`config.mk`:
```
export PLATFORM = sky130hd
export DESIGN_NAME = csc_top
export DESIGN_NICKNAME = d
export VERILOG_FILES = /design/src/design/csc_pkg.sv /design/src/design/chroma_upsampler.sv /design/src/design/yuv_to_rgb.sv /design/src/design/pair_fifo.sv /design/src/design/rgb_word_packer.sv /design/src/design/csc_top.sv
export VERILOG_INCLUDE_DIRS = /design/src /design/src/design
export SDC_FILE = /design/constraint.sdc
export NUM_CORES = 2
export LEC_CHECK = 0
export BUFFER_PORTS_ARGS = -buffer_cell sky130_fd_sc_hd__buf_2
export CAP_MARGIN = 5
export CORE_MARGIN = 2
export CORE_UTILIZATION = 41
export DETAILED_ROUTE_END_ITERATION = 8
export MAX_ROUTING_LAYER = met4
export PLACE_DENSITY = 0.6
export SLEW_MARGIN = 10
export SYNTH_ARGS = -nofsm -noshare
export SYNTH_HDL_FRONTEND = slang
export SYNTH_HIERARCHICAL = 1
export SYNTH_SLANG_ARGS = --single-unit
```
`constraint.sdc`:
```
create_clock -name CLOCK_50_I -period 12.7 [get_ports CLOCK_50_I]
set_input_delay 1.27 -clock CLOCK_50_I [delete_from_list [all_inputs] [get_ports CLOCK_50_I]]
set_output_delay 1.27 -clock CLOCK_50_I [all_outputs]
set_load 0.005 [all_outputs]
```
`src/design/csc_cfg.svh`:
```
`ifndef CSC_CFG_SVH
`define CSC_CFG_SVH

`define SAMPLE_W       8           // Y, U, V samples and RGB channels
`define WORD_W         16
`define ADDR_W         18
`define ACC_W          32          // Signed accumulator
`define RGB_BASE       18'd146944  // First RGB word in SRAM

// Six-tap interpolation weights 21, -52, 159, 159, -52, 21
`define FIR_C0         21
`define FIR_C1         52
`define FIR_C2         159
`define FIR_ROUND      128
`define FIR_SHIFT      8

// Fixed-point colour conversion
`define Y_OFFSET       16
`define C_OFFSET       128
`define K_Y            76284
`define K_RV           104595
`define K_GU           25624
`define K_GV           53281
`define K_BU           132251
`define RGB_SHIFT      16          // Result byte position

`define FIFO_DEPTH     8           // In pixel pairs, power of two
`define MIN_LINE_PAIRS 4

`endif

```
`src/design/csc_pkg.sv`:
```
`default_nettype none

`include "csc_cfg.svh"

package csc_pkg;

    // One converted pixel pair, seen as channels or as SRAM words
    typedef union packed {
        struct packed {
            logic [`SAMPLE_W-1:0] r0;
            logic [`SAMPLE_W-1:0] g0;
            logic [`SAMPLE_W-1:0] b0;
            logic [`SAMPLE_W-1:0] r1;
            logic [`SAMPLE_W-1:0] g1;
            logic [`SAMPLE_W-1:0] b1;
        } pix;
        logic [2:0][`WORD_W-1:0] words; // Word 2 is {r0,g0}, word 0 is {g1,b1}
    } rgb_pair_u;

endpackage

`default_nettype wire

```
`src/design/chroma_upsampler.sv`:
```
`timescale 1ns/1ns
`default_nettype none

`include "csc_cfg.svh"

module chroma_upsampler (
    input  logic                       CLOCK_50_I,
    input  logic                       resetn,
    input  logic                       pair_strobe,
    input  logic                       line_first,
    input  logic                       line_last,
    input  logic [2*`SAMPLE_W-1:0]     y_pair,
    input  logic [`SAMPLE_W-1:0]       u_sample,
    input  logic [`SAMPLE_W-1:0]       v_sample,
    output logic                       up_valid,
    output logic [`SAMPLE_W-1:0]       y_even,
    output logic [`SAMPLE_W-1:0]       y_odd,
    output logic [`SAMPLE_W-1:0]       u_even,
    output logic signed [`ACC_W-1:0]   u_odd,
    output logic [`SAMPLE_W-1:0]       v_even,
    output logic signed [`ACC_W-1:0]   v_odd
);

    // Tap 0 is the oldest sample, tap 2 the centre
    logic [`SAMPLE_W-1:0]   u_tap [6];
    logic [`SAMPLE_W-1:0]   v_tap [6];
    logic [`SAMPLE_W-1:0]   u_nxt [6];
    logic [`SAMPLE_W-1:0]   v_nxt [6];
    // Y pairs line up with chroma taps 2 to 5
    logic [2*`SAMPLE_W-1:0] y_dly [4];
    logic [2*`SAMPLE_W-1:0] y_nxt [4];
    logic [2:0]             fill_cnt;
    logic [2:0]             fill_nxt;
    logic [1:0]             flush_cnt;
    logic [1:0]             y_pos;
    logic                   flushing;
    logic                   taps_full;

    function automatic logic signed [`ACC_W-1:0] fir6(input logic [`SAMPLE_W-1:0] t [6]);
        logic signed [`ACC_W-1:0] s [6];
        logic signed [`ACC_W-1:0] acc;
        for (int i = 0; i < 6; i++) begin
            s[i] = $signed({{(`ACC_W-`SAMPLE_W){1'b0}}, t[i]});
        end
        acc = `FIR_C0 * s[0] - `FIR_C1 * s[1] + `FIR_C2 * s[2]
            + `FIR_C2 * s[3] - `FIR_C1 * s[4] + `FIR_C0 * s[5] + `FIR_ROUND;
        return acc >>> `FIR_SHIFT;
    endfunction

    assign flushing = (flush_cnt != 2'd0);
    assign y_pos    = fill_cnt[1:0] + 2'd2; // Fill 3..5 maps to Y slot 1..3

    always_comb begin
        u_nxt    = u_tap;
        v_nxt    = v_tap;
        y_nxt    = y_dly;
        fill_nxt = fill_cnt;
        if (pair_strobe && line_first) begin
            // Replicate first chroma into the two older taps and the centre
            for (int i = 0; i < 3; i++) begin
                u_nxt[i] = u_sample;
                v_nxt[i] = v_sample;
            end
            y_nxt[0] = y_pair;
            fill_nxt = 3'd3;
        end else if (pair_strobe && fill_cnt < 3'd6) begin
            u_nxt[fill_cnt] = u_sample;
            v_nxt[fill_cnt] = v_sample;
            y_nxt[y_pos]    = y_pair;
            fill_nxt        = fill_cnt + 3'd1;
        end else if (pair_strobe || flushing) begin
            for (int i = 0; i < 5; i++) begin
                u_nxt[i] = u_tap[i+1];
                v_nxt[i] = v_tap[i+1];
            end
            for (int i = 0; i < 3; i++) begin
                y_nxt[i] = y_dly[i+1];
            end
            u_nxt[5] = pair_strobe ? u_sample : u_tap[5]; // Flush repeats the newest
            v_nxt[5] = pair_strobe ? v_sample : v_tap[5];
            y_nxt[3] = y_pair;
        end
    end

    assign taps_full = (fill_nxt == 3'd6) && (pair_strobe || flushing);

    always_ff @(posedge CLOCK_50_I or negedge resetn) begin
        if (!resetn) begin
            fill_cnt  <= 3'd0;
            flush_cnt <= 2'd0;
            up_valid  <= 1'b0;
        end else begin
            fill_cnt <= fill_nxt;
            if (pair_strobe && line_last) begin
                flush_cnt <= 2'd3; // Three pairs still sit in the window
            end else if (flushing) begin
                flush_cnt <= flush_cnt - 2'd1;
            end
            up_valid <= taps_full;
        end
    end

    always_ff @(posedge CLOCK_50_I) begin
        u_tap <= u_nxt;
        v_tap <= v_nxt;
        y_dly <= y_nxt;
        if (taps_full) begin
            y_even <= y_nxt[0][2*`SAMPLE_W-1:`SAMPLE_W];
            y_odd  <= y_nxt[0][`SAMPLE_W-1:0];
            u_even <= u_nxt[2];
            v_even <= v_nxt[2];
            u_odd  <= fir6(u_nxt);
            v_odd  <= fir6(v_nxt);
        end
    end

endmodule

`default_nettype wire

```
`src/design/yuv_to_rgb.sv`:
```
`timescale 1ns/1ns
`default_nettype none

`include "csc_cfg.svh"

module yuv_to_rgb
    import csc_pkg::*;
(
    input  logic                     CLOCK_50_I,
    input  logic                     resetn,
    input  logic                     up_valid,
    input  logic [`SAMPLE_W-1:0]     y_even,
    input  logic [`SAMPLE_W-1:0]     y_odd,
    input  logic [`SAMPLE_W-1:0]     u_even,
    input  logic signed [`ACC_W-1:0] u_odd,
    input  logic [`SAMPLE_W-1:0]     v_even,
    input  logic signed [`ACC_W-1:0] v_odd,
    output logic                     push,
    output rgb_pair_u                pair_in
);

    // Index 0 is the even pixel, 1 the odd one
    logic signed [`ACC_W-1:0] y_c [2];
    logic signed [`ACC_W-1:0] u_c [2];
    logic signed [`ACC_W-1:0] v_c [2];
    logic signed [`ACC_W-1:0] yk [2];
    logic signed [`ACC_W-1:0] rv [2];
    logic signed [`ACC_W-1:0] gu [2];
    logic signed [`ACC_W-1:0] gv [2];
    logic signed [`ACC_W-1:0] bu [2];
    logic [`SAMPLE_W-1:0]     r_ch [2];
    logic [`SAMPLE_W-1:0]     g_ch [2];
    logic [`SAMPLE_W-1:0]     b_ch [2];
    logic                     valid1;

    function automatic logic signed [`ACC_W-1:0] widen(input logic [`SAMPLE_W-1:0] s);
        return $signed({{(`ACC_W-`SAMPLE_W){1'b0}}, s});
    endfunction

    // Negative gives 0, overflow above the result byte gives 255
    function automatic logic [`SAMPLE_W-1:0] clip(input logic signed [`ACC_W-1:0] s);
        if (s[`ACC_W-1]) begin
            return '0;
        end else if (|s[`ACC_W-2:`RGB_SHIFT+`SAMPLE_W]) begin
            return '1;
        end else begin
            return s[`RGB_SHIFT +: `SAMPLE_W];
        end
    endfunction

    always_comb begin
        y_c[0] = widen(y_even) - `Y_OFFSET;
        y_c[1] = widen(y_odd) - `Y_OFFSET;
        u_c[0] = widen(u_even) - `C_OFFSET;
        u_c[1] = u_odd - `C_OFFSET;  // Filtered chroma may overshoot 0..255
        v_c[0] = widen(v_even) - `C_OFFSET;
        v_c[1] = v_odd - `C_OFFSET;
        for (int i = 0; i < 2; i++) begin
            r_ch[i] = clip(yk[i] + rv[i]);
            g_ch[i] = clip(yk[i] - gu[i] - gv[i]);
            b_ch[i] = clip(yk[i] + bu[i]);
        end
    end

    // Stage 1, all products
    always_ff @(posedge CLOCK_50_I) begin
        for (int i = 0; i < 2; i++) begin
            yk[i] <= `K_Y * y_c[i];
            rv[i] <= `K_RV * v_c[i];
            gu[i] <= `K_GU * u_c[i];
            gv[i] <= `K_GV * v_c[i];
            bu[i] <= `K_BU * u_c[i];
        end
    end

    // Stage 2, sums and clipping into the channel view
    always_ff @(posedge CLOCK_50_I) begin
        if (valid1) begin
            pair_in.pix.r0 <= r_ch[0];
            pair_in.pix.g0 <= g_ch[0];
            pair_in.pix.b0 <= b_ch[0];
            pair_in.pix.r1 <= r_ch[1];
            pair_in.pix.g1 <= g_ch[1];
            pair_in.pix.b1 <= b_ch[1];
        end
    end

    always_ff @(posedge CLOCK_50_I or negedge resetn) begin
        if (!resetn) begin
            valid1 <= 1'b0;
            push   <= 1'b0;
        end else begin
            valid1 <= up_valid;
            push   <= valid1;
        end
    end

endmodule

`default_nettype wire

```
`src/design/pair_fifo.sv`:
```
`timescale 1ns/1ns
`default_nettype none

`include "csc_cfg.svh"

module pair_fifo
    import csc_pkg::*;
(
    input  logic      CLOCK_50_I,
    input  logic      resetn,
    input  logic      push,
    input  rgb_pair_u pair_in,
    input  logic      pop,
    output rgb_pair_u pair_out,
    output logic      empty,
    output logic      full
);

    localparam int PTR_W = $clog2(`FIFO_DEPTH);
    // Up to six pairs may still arrive once the source stops:
    // three in the chroma window and three in pipeline registers
    localparam int FULL_LEVEL = `FIFO_DEPTH - 6;

    rgb_pair_u        mem [`FIFO_DEPTH];
    logic [PTR_W-1:0] wr_ptr;
    logic [PTR_W-1:0] rd_ptr;
    logic [PTR_W:0]   count;
    logic             wr_en;
    logic             rd_en;

    assign wr_en    = push && (count != `FIFO_DEPTH);
    assign rd_en    = pop && !empty;
    assign empty    = (count == '0);
    assign full     = (count >= FULL_LEVEL);
    assign pair_out = mem[rd_ptr]; // First word falls through

    always_ff @(posedge CLOCK_50_I) begin
        if (wr_en) begin
            mem[wr_ptr] <= pair_in;
        end
    end

    always_ff @(posedge CLOCK_50_I or negedge resetn) begin
        if (!resetn) begin
            wr_ptr <= '0;
            rd_ptr <= '0;
            count  <= '0;
        end else begin
            if (wr_en) wr_ptr <= wr_ptr + 1'b1; // Wraps at depth
            if (rd_en) rd_ptr <= rd_ptr + 1'b1;
            case ({wr_en, rd_en})
                2'b10:   count <= count + 1'b1;
                2'b01:   count <= count - 1'b1;
                default: count <= count;
            endcase
        end
    end

endmodule

`default_nettype wire

```
`src/design/rgb_word_packer.sv`:
```
`timescale 1ns/1ns
`default_nettype none

`include "csc_cfg.svh"

module rgb_word_packer
    import csc_pkg::*;
(
    input  logic               CLOCK_50_I,
    input  logic               resetn,
    input  logic               empty,
    input  rgb_pair_u          pair_out,
    output logic               pop,
    output logic               sram_we_n,
    output logic [`ADDR_W-1:0] sram_address,
    output logic [`WORD_W-1:0] sram_write_data
);

    rgb_pair_u          hold;
    logic [1:0]         word_sel;  // Words of the held pair still to write
    logic [`ADDR_W-1:0] word_addr;

    // Next pair may start right after the last word
    assign pop = !empty && (word_sel == 2'd0);

    always_ff @(posedge CLOCK_50_I or negedge resetn) begin
        if (!resetn) begin
            word_sel     <= 2'd0;
            sram_we_n    <= 1'b1;
            sram_address <= `RGB_BASE;
            word_addr    <= `RGB_BASE;
        end else if (pop || word_sel != 2'd0) begin
            word_sel     <= pop ? 2'd2 : word_sel - 2'd1;
            sram_we_n    <= 1'b0;
            sram_address <= word_addr;
            word_addr    <= word_addr + 1'b1;
        end else begin
            sram_we_n <= 1'b1;
        end
    end

    always_ff @(posedge CLOCK_50_I) begin
        if (pop) begin
            hold            <= pair_out;
            sram_write_data <= pair_out.words[2]; // {R0,G0}
        end else if (word_sel != 2'd0) begin
            sram_write_data <= hold.words[word_sel - 2'd1];
        end
    end

endmodule

`default_nettype wire

```
`src/design/csc_top.sv`:
```
`timescale 1ns/1ns
`default_nettype none

`include "csc_cfg.svh"

module csc_top
    import csc_pkg::*;
(
    input  logic                   CLOCK_50_I,
    input  logic                   resetn,
    input  logic                   pair_strobe,
    input  logic                   line_first,
    input  logic                   line_last,
    input  logic [2*`SAMPLE_W-1:0] y_pair,
    input  logic [`SAMPLE_W-1:0]   u_sample,
    input  logic [`SAMPLE_W-1:0]   v_sample,
    output logic                   sram_we_n,
    output logic [`ADDR_W-1:0]     sram_address,
    output logic [`WORD_W-1:0]     sram_write_data,
    output logic                   pair_fifo_full
);

    // Upsampler to converter
    logic                     up_valid;
    logic [`SAMPLE_W-1:0]     y_even;
    logic [`SAMPLE_W-1:0]     y_odd;
    logic [`SAMPLE_W-1:0]     u_even;
    logic signed [`ACC_W-1:0] u_odd;
    logic [`SAMPLE_W-1:0]     v_even;
    logic signed [`ACC_W-1:0] v_odd;

    logic      push;
    logic      pop;
    logic      empty;
    rgb_pair_u pair_in;
    rgb_pair_u pair_out;

    chroma_upsampler chroma_upsampler_inst (
        .CLOCK_50_I (CLOCK_50_I),
        .resetn     (resetn),
        .pair_strobe(pair_strobe),
        .line_first (line_first),
        .line_last  (line_last),
        .y_pair     (y_pair),
        .u_sample   (u_sample),
        .v_sample   (v_sample),
        .up_valid   (up_valid),
        .y_even     (y_even),
        .y_odd      (y_odd),
        .u_even     (u_even),
        .u_odd      (u_odd),
        .v_even     (v_even),
        .v_odd      (v_odd)
    );

    yuv_to_rgb yuv_to_rgb_inst (
        .CLOCK_50_I(CLOCK_50_I),
        .resetn    (resetn),
        .up_valid  (up_valid),
        .y_even    (y_even),
        .y_odd     (y_odd),
        .u_even    (u_even),
        .u_odd     (u_odd),
        .v_even    (v_even),
        .v_odd     (v_odd),
        .push      (push),
        .pair_in   (pair_in)
    );

    pair_fifo pair_fifo_inst (
        .CLOCK_50_I(CLOCK_50_I),
        .resetn    (resetn),
        .push      (push),
        .pair_in   (pair_in),
        .pop       (pop),
        .pair_out  (pair_out),
        .empty     (empty),
        .full      (pair_fifo_full)
    );

    rgb_word_packer rgb_word_packer_inst (
        .CLOCK_50_I     (CLOCK_50_I),
        .resetn         (resetn),
        .empty          (empty),
        .pair_out       (pair_out),
        .pop            (pop),
        .sram_we_n      (sram_we_n),
        .sram_address   (sram_address),
        .sram_write_data(sram_write_data)
    );

endmodule

`default_nettype wire

```
Yosys cells after proc, flatten, opt, wreduce, memory -nomap -nowiden

Memory sizes are Yosys's and may differ from the RTL's.
Index checks and enable logic that the tools add are counted.

Add/sub/neg operators: 35
Multiply operators: 22
$lt $le $gt $ge: 7
Equal/unequal tests: 4
Muxes and demuxes: 39
Bitwise logic cells: 3
Reductions and logical operators: 27

Operator list:

| operator                                           | count |
|---|---|
| adder 32 bit                                       | 10 |
| subtractor 32 bit                                  | 8 |
| two-way mux 48 bit                                 | 4 |
| two-way mux 64 bit                                 | 2 |
| bitwise mux 48 bit                                 | 2 |
| two-way mux 24 bit                                 | 4 |
| two-way mux 16 bit                                 | 5 |
| two-way mux 8 bit                                  | 9 |
| adder 32 x 9 -> 32 bit, second input constant      | 2 |
| bitwise mux 64 bit                                 | 1 |
| multiplier 13 x 32 -> 29 bit, first input constant | 2 |
| multiplier 16 x 32 -> 30 bit, first input constant | 2 |
| multiplier 17 x 32 -> 32 bit, first input constant | 2 |
| multiplier 18 x 32 -> 32 bit, first input constant | 2 |
| multiplier 19 x 32 -> 32 bit, first input constant | 2 |
| multiplier 8 x 8 -> 16 bit, first input constant   | 4 |
| multiplier 5 x 8 -> 13 bit, first input constant   | 4 |
| subtractor 24 x 9 -> 25 bit, second input constant | 2 |
| multiplier 4 x 8 -> 12 bit, first input constant   | 4 |
| OR reduction 7 bit                                 | 6 |
| binary-select mux 16 bit (select 2 bit)            | 1 |
| demux 16 bit (select 2 bit)                        | 1 |
| demux 8 bit (select 3 bit)                         | 1 |
| adder 18 x 1 -> 18 bit, second input constant      | 1 |
| 32 further kinds                                   | 56 |

Register bits after elaboration: 409
RAM bits: 694
Bits of input ports: 37
Logic and storage cells: 185
Memories: 6

Memory list:

| name               | words | bits a word | rd ports | clocked after memory_dff | wr ports | RTL line         | RTL |
|---|---|---|---|---|---|---|---|
| pair_fifo_inst.mem | 8     | 48          | 1        | 0                        | 1        | pair_fifo.sv:24  | `` rgb_pair_u mem [`FIFO_DEPTH]; `` |
| yuv_to_rgb_inst.bu | 2     | 32          | 2        | 0                        | 2        | yuv_to_rgb.sv:30 | `` logic signed [`ACC_W-1:0] bu [2]; `` |
| yuv_to_rgb_inst.gv | 2     | 32          | 2        | 0                        | 2        | yuv_to_rgb.sv:29 | `` logic signed [`ACC_W-1:0] gv [2]; `` |
| yuv_to_rgb_inst.rv | 2     | 32          | 2        | 0                        | 2        | yuv_to_rgb.sv:27 | `` logic signed [`ACC_W-1:0] rv [2]; `` |
| yuv_to_rgb_inst.yk | 2     | 30          | 2        | 0                        | 2        | yuv_to_rgb.sv:26 | `` logic signed [`ACC_W-1:0] yk [2]; `` |
| yuv_to_rgb_inst.gu | 2     | 29          | 2        | 0                        | 2        | yuv_to_rgb.sv:28 | `` logic signed [`ACC_W-1:0] gu [2]; `` |

Depth between registers and ports, before layout

Depth in word-level cells: 15
Mapped depth: 40

By module

Netlist, hierarchy kept.

Modules (own cells, without submodules):

| module           | instances | cells each | area each (um2) |
|---|---|---|---|
| yuv_to_rgb       | 1         | 4628       | 45257.2 |
| chroma_upsampler | 1         | 2399       | 23442.5 |
| pair_fifo        | 1         | 622        | 15143.3 |
| rgb_word_packer  | 1         | 273        | 4035.1 |

Worst setup path after synthesis

Ideal clock, no wire load.

Path type: input to register
Start point: in pair_strobe
End point: reg chroma_upsampler_inst.u_odd[10] (data pin)
Arrival: 9895 ps
Required time: 12444 ps
Path slack: 2550 ps
Cell stages on the path: 34
Buffers on the path: 3
Path through: buf_2 -> o21ai_1 -> clkbuf_1 -> clkbuf_1 -> a22oi_1 -> o21ai_0 -> ha_1 -> inv_1 -> fa_1 -> inv_1 -> ha_1 -> a21o_1 -> a21oi_1 -> xor2_1 -> ha_1 -> inv_1 -> fa_1 -> fa_1 -> inv_1 -> ha_1 -> nand2_1 -> o21ai_0 -> or4_1 -> and3_1 -> a311oi_1 -> fa_1 -> fa_1 -> fa_1 -> inv_1 -> ha_1 -> and3_1 -> nand4_1 -> or4b_2 -> o211a_1

RTL lines:

| element              | RTL line                | RTL |
|---|---|---|
| from (decl)          | csc_top.sv:11           | `input logic pair_strobe,` |
| to (signal assigned) | chroma_upsampler.sv:112 | `u_odd <= fir6(u_nxt);` |
| to (decl)            | chroma_upsampler.sv:19  | `` output logic signed [`ACC_W-1:0] u_odd, `` |

==> results.md <==
- Htree depth: 3
- Setup violators final: 0
- Register area share after synthesis: 0.309
- Hold Buf Count CTS: 0
- Area Growth Syn to Fin: 8.67%
- Pin count of the biggest net entering global routing: 71
- Number of synthesized flops with an enable pin: 604
- CTS tree: done
- Final GP Congestion: 0.896
- Max clock buf depth: 3
- Worst hold path class: register to register
- Post-DRT Antenna Nets: 0
- Reg2reg end: chroma_upsampler_inst/v_odd[10]
- First-pass GRT wire length: 322 mm
- HPWL Detailed: 160 mm
- Area occupied by registers: 0.0272 mm2
- Final Cell Area: 0.0955 mm2
- Setup crit start: pair_strobe
- Worst hold path endpoint: rgb_word_packer_inst/word_addr[17]
- Slowest cell on the critical path: and2_2
- Highest Clock Rate: 99.8 MHz
- Worst Setup End Kind: register
- Footprint of the multi-input gates: around 0.054 mm2
- Post-synth design cell area: 0.0879 mm2
- Grt total ovfl: 0
- Crit-path max cell delay: between 0.7 and 0.8 ns
- Yosys Warn Count: 6
- Share of layout cells above drive strength 1: 0.0739
- Max cap viols: 0
- Initial antenna violation count: 5
- Row count: ~170
- DRT Pass-1 Iters: 8
- Drt initial violations: 3,070
- Synth cell types: 108
- Post-CTS Setup Repair Bufs: 0
- R2R setup slack: 2.76 ns
- R2R Path Start: chroma_upsampler_inst/flush_cnt[0]
- Fill cells: 19,700
- Most common cell after layout, fill and taps aside: ha_1
- Post-Place Cell Area: 0.0917 mm2
- CP required: 13.22 ns
- Drt drc: 0
- TritonCTS Buffers: 110
- #FFs+latches synth: 1,041
- Initial Util: 0.414
- Final Hold Vio Count: 0
- Latest clock arrival within the worst-skew pair: 0.77 ns
- Setup TNS: 0 ns
- Vias in the first global route: 58,700
- Syn_area_per_cell: 11.1 um2
- Status: complete, no violations
- Hold Crit Depth: 1
- Period utilization: 0.789
- Setup slack at placement: 1.89 ns
- Min Hold Slack: 0.488 ns
- Critical setup path kind: input pin to register
- Crit path DAT: 10.53 ns
- PostCTS Resize Cnt: 0
- Detailed-route wire length per cell: 18.4 um
- Root buf cell: clkbuf_16
- Die Area: around 0.22 mm2
- Rel. slew slack: 0.214
- Number of nets in the layout: 10,300
- Synthesized net count: 10,200
- Slew @ Worst Pin: 1.18 ns
- Clock skew: 0.0561 ns
- Core area: approximately 0.21 mm2
- Max-slew violation count: 0
- Die H: 467 um
- Min Clock Period, post-route: 10.02 ns
- Top FF cell, synth: edfxtp_1
- Ys async rst share: 0.0548
- Routed vias: 56,700
- CP most frequent cell: fa_1
- Total GRT Usage: 0.192
- Die Span X: around 470 um
- Syn Inst Count: 7,922
- Critical Path Fanout Max: 44
- IO Pins: 73
- Routed vias/inst: 5.17
- Startpoint types: input pin
- Routed WL: 201 mm
- Worst setup margin: 2.68 ns
- Min-Delay Startpoint: rgb_word_packer_inst/word_addr[17]
- Commonest non-fill, non-tap cells in the layout: 1,547 x ha_1, 1,481 x inv_1, 695 x fa_1
- Buffers on Ports: 72
- Clock sink total: 1,041
- Worst-path clk slew: 0.06 ns
- FF-to-FF path depth: 36
- Unrepaired setup endpoints after global routing: no
[cell usage after synthesis, types with 27 or more instances]
cell / instances / share of area
and2_1: 35 / 0.0025
a21oi_1: 339 / 0.019
nor3_1: 115 / 0.0065
xnor2_1: 300 / 0.030
nand3_1: 76 / 0.0043
nand4_1: 27 / 0.0019
o211ai_1: 29 / 0.0025
clkbuf_1: 55 / 0.0023
o21a_1: 78 / 0.0067
o21bai_1: 33 / 0.0028
a31oi_1: 36 / 0.0026
o21ai_0: 243 / 0.014
dfxtp_1: 380 / 0.087
dfrtp_1: 44 / 0.013
a21o_1: 110 / 0.0094
nor2b_1: 55 / 0.0039
nand2b_1: 47 / 0.0033
ha_1: 1547 / 0.22
edfxtp_1: 604 / 0.21
mux4_2: 96 / 0.025
a22o_1: 33 / 0.0033
a22oi_1: 74 / 0.0063
nand2_1: 267 / 0.011
inv_1: 1482 / 0.063
buf_4: 41 / 0.0035
nor2_1: 313 / 0.013
and3_1: 40 / 0.0028
or3_1: 42 / 0.0030
fa_1: 695 / 0.16
a211oi_1: 41 / 0.0035
xor2_1: 155 / 0.015
mux2_2: 62 / 0.0079
[logic make-up (layout without fill, tap and decap cells)]
family	after synthesis	count (layout)	synth area share
adder cells (fa/ha/maj)	2242	2242	0.379
buffers and inverters	1612	1836	0.0717
AO/OA/AOI/OAI	1219	1219	0.0906
AND/OR/NAND/NOR	1148	1148	0.0650
flip-flops	1041	1041	0.309
XOR/XNOR	458	458	0.0460
multiplexers	202	202	0.0387
other	0	3	0
[how the worst max path moves through the flow]
stage	endpoint	slack, ns	cells past startpoint
final	chroma_upsampler_inst/u_odd[10]	2.68	30
after global routing	chroma_upsampler_inst/v_odd[9]	2.09	35
after CTS	chroma_upsampler_inst/u_odd[10]	2.70	30
after detailed placement	chroma_upsampler_inst/v_odd[10]	1.89	35
after global placement	chroma_upsampler_inst/v_odd[9]	2.02	35
after floorplan	chroma_upsampler_inst/u_odd[10]	2.55	34
[metal layers]
layer / GRT usage / wire length (um)
met1: 0.256 / 94200
met2: 0.315 / 95600
met3: 0.0225 / 7760
met4: 0.0382 / 3860
met5: - / 0
[state kept, by name (all words and copies together) (netlist names), 50 cells and up]
signal,cells
chroma_upsampler_inst/y_dly,64
pair_fifo_inst/mem,384
yuv_to_rgb_inst/rv,55
yuv_to_rgb_inst/bu,60
yuv_to_rgb_inst/gv,58
yuv_to_rgb_inst/yk,50
[critical path: cells and delay by family]
kind	cells	cell delay (ns)
AO/OA/AOI/OAI	4	0.82
XOR/XNOR	1	0.17
buffers and inverters	7	1.02
adder cells (fa/ha/maj)	11	4.75
AND/OR/NAND/NOR	7	2.48
[metrics by stage]
step / utilization / std cells
after floorplan: - / 7922
final: 0.449 / 11000
after detailed placement: 0.431 / 10800
after CTS: 0.449 / 11000
after global placement: 0.431 / 10800
after global routing: 0.449 / 11000
[area by class of cell]
cell class / instances / area share
timing repair buffer: 142 / 0.00928
multi-input combinational: 5269 / 0.571
tap: 2821 / 0.0370
inverter: 1485 / 0.0584
clock buffer: 132 / 0.0302
antenna: 3 / 0.0000786
clock inverter: 77 / 0.00976
sequential: 1041 / 0.285
Power is not shown: default switching activity piles up to over one toggle a cycle in this logic, so the estimate is an artifact.
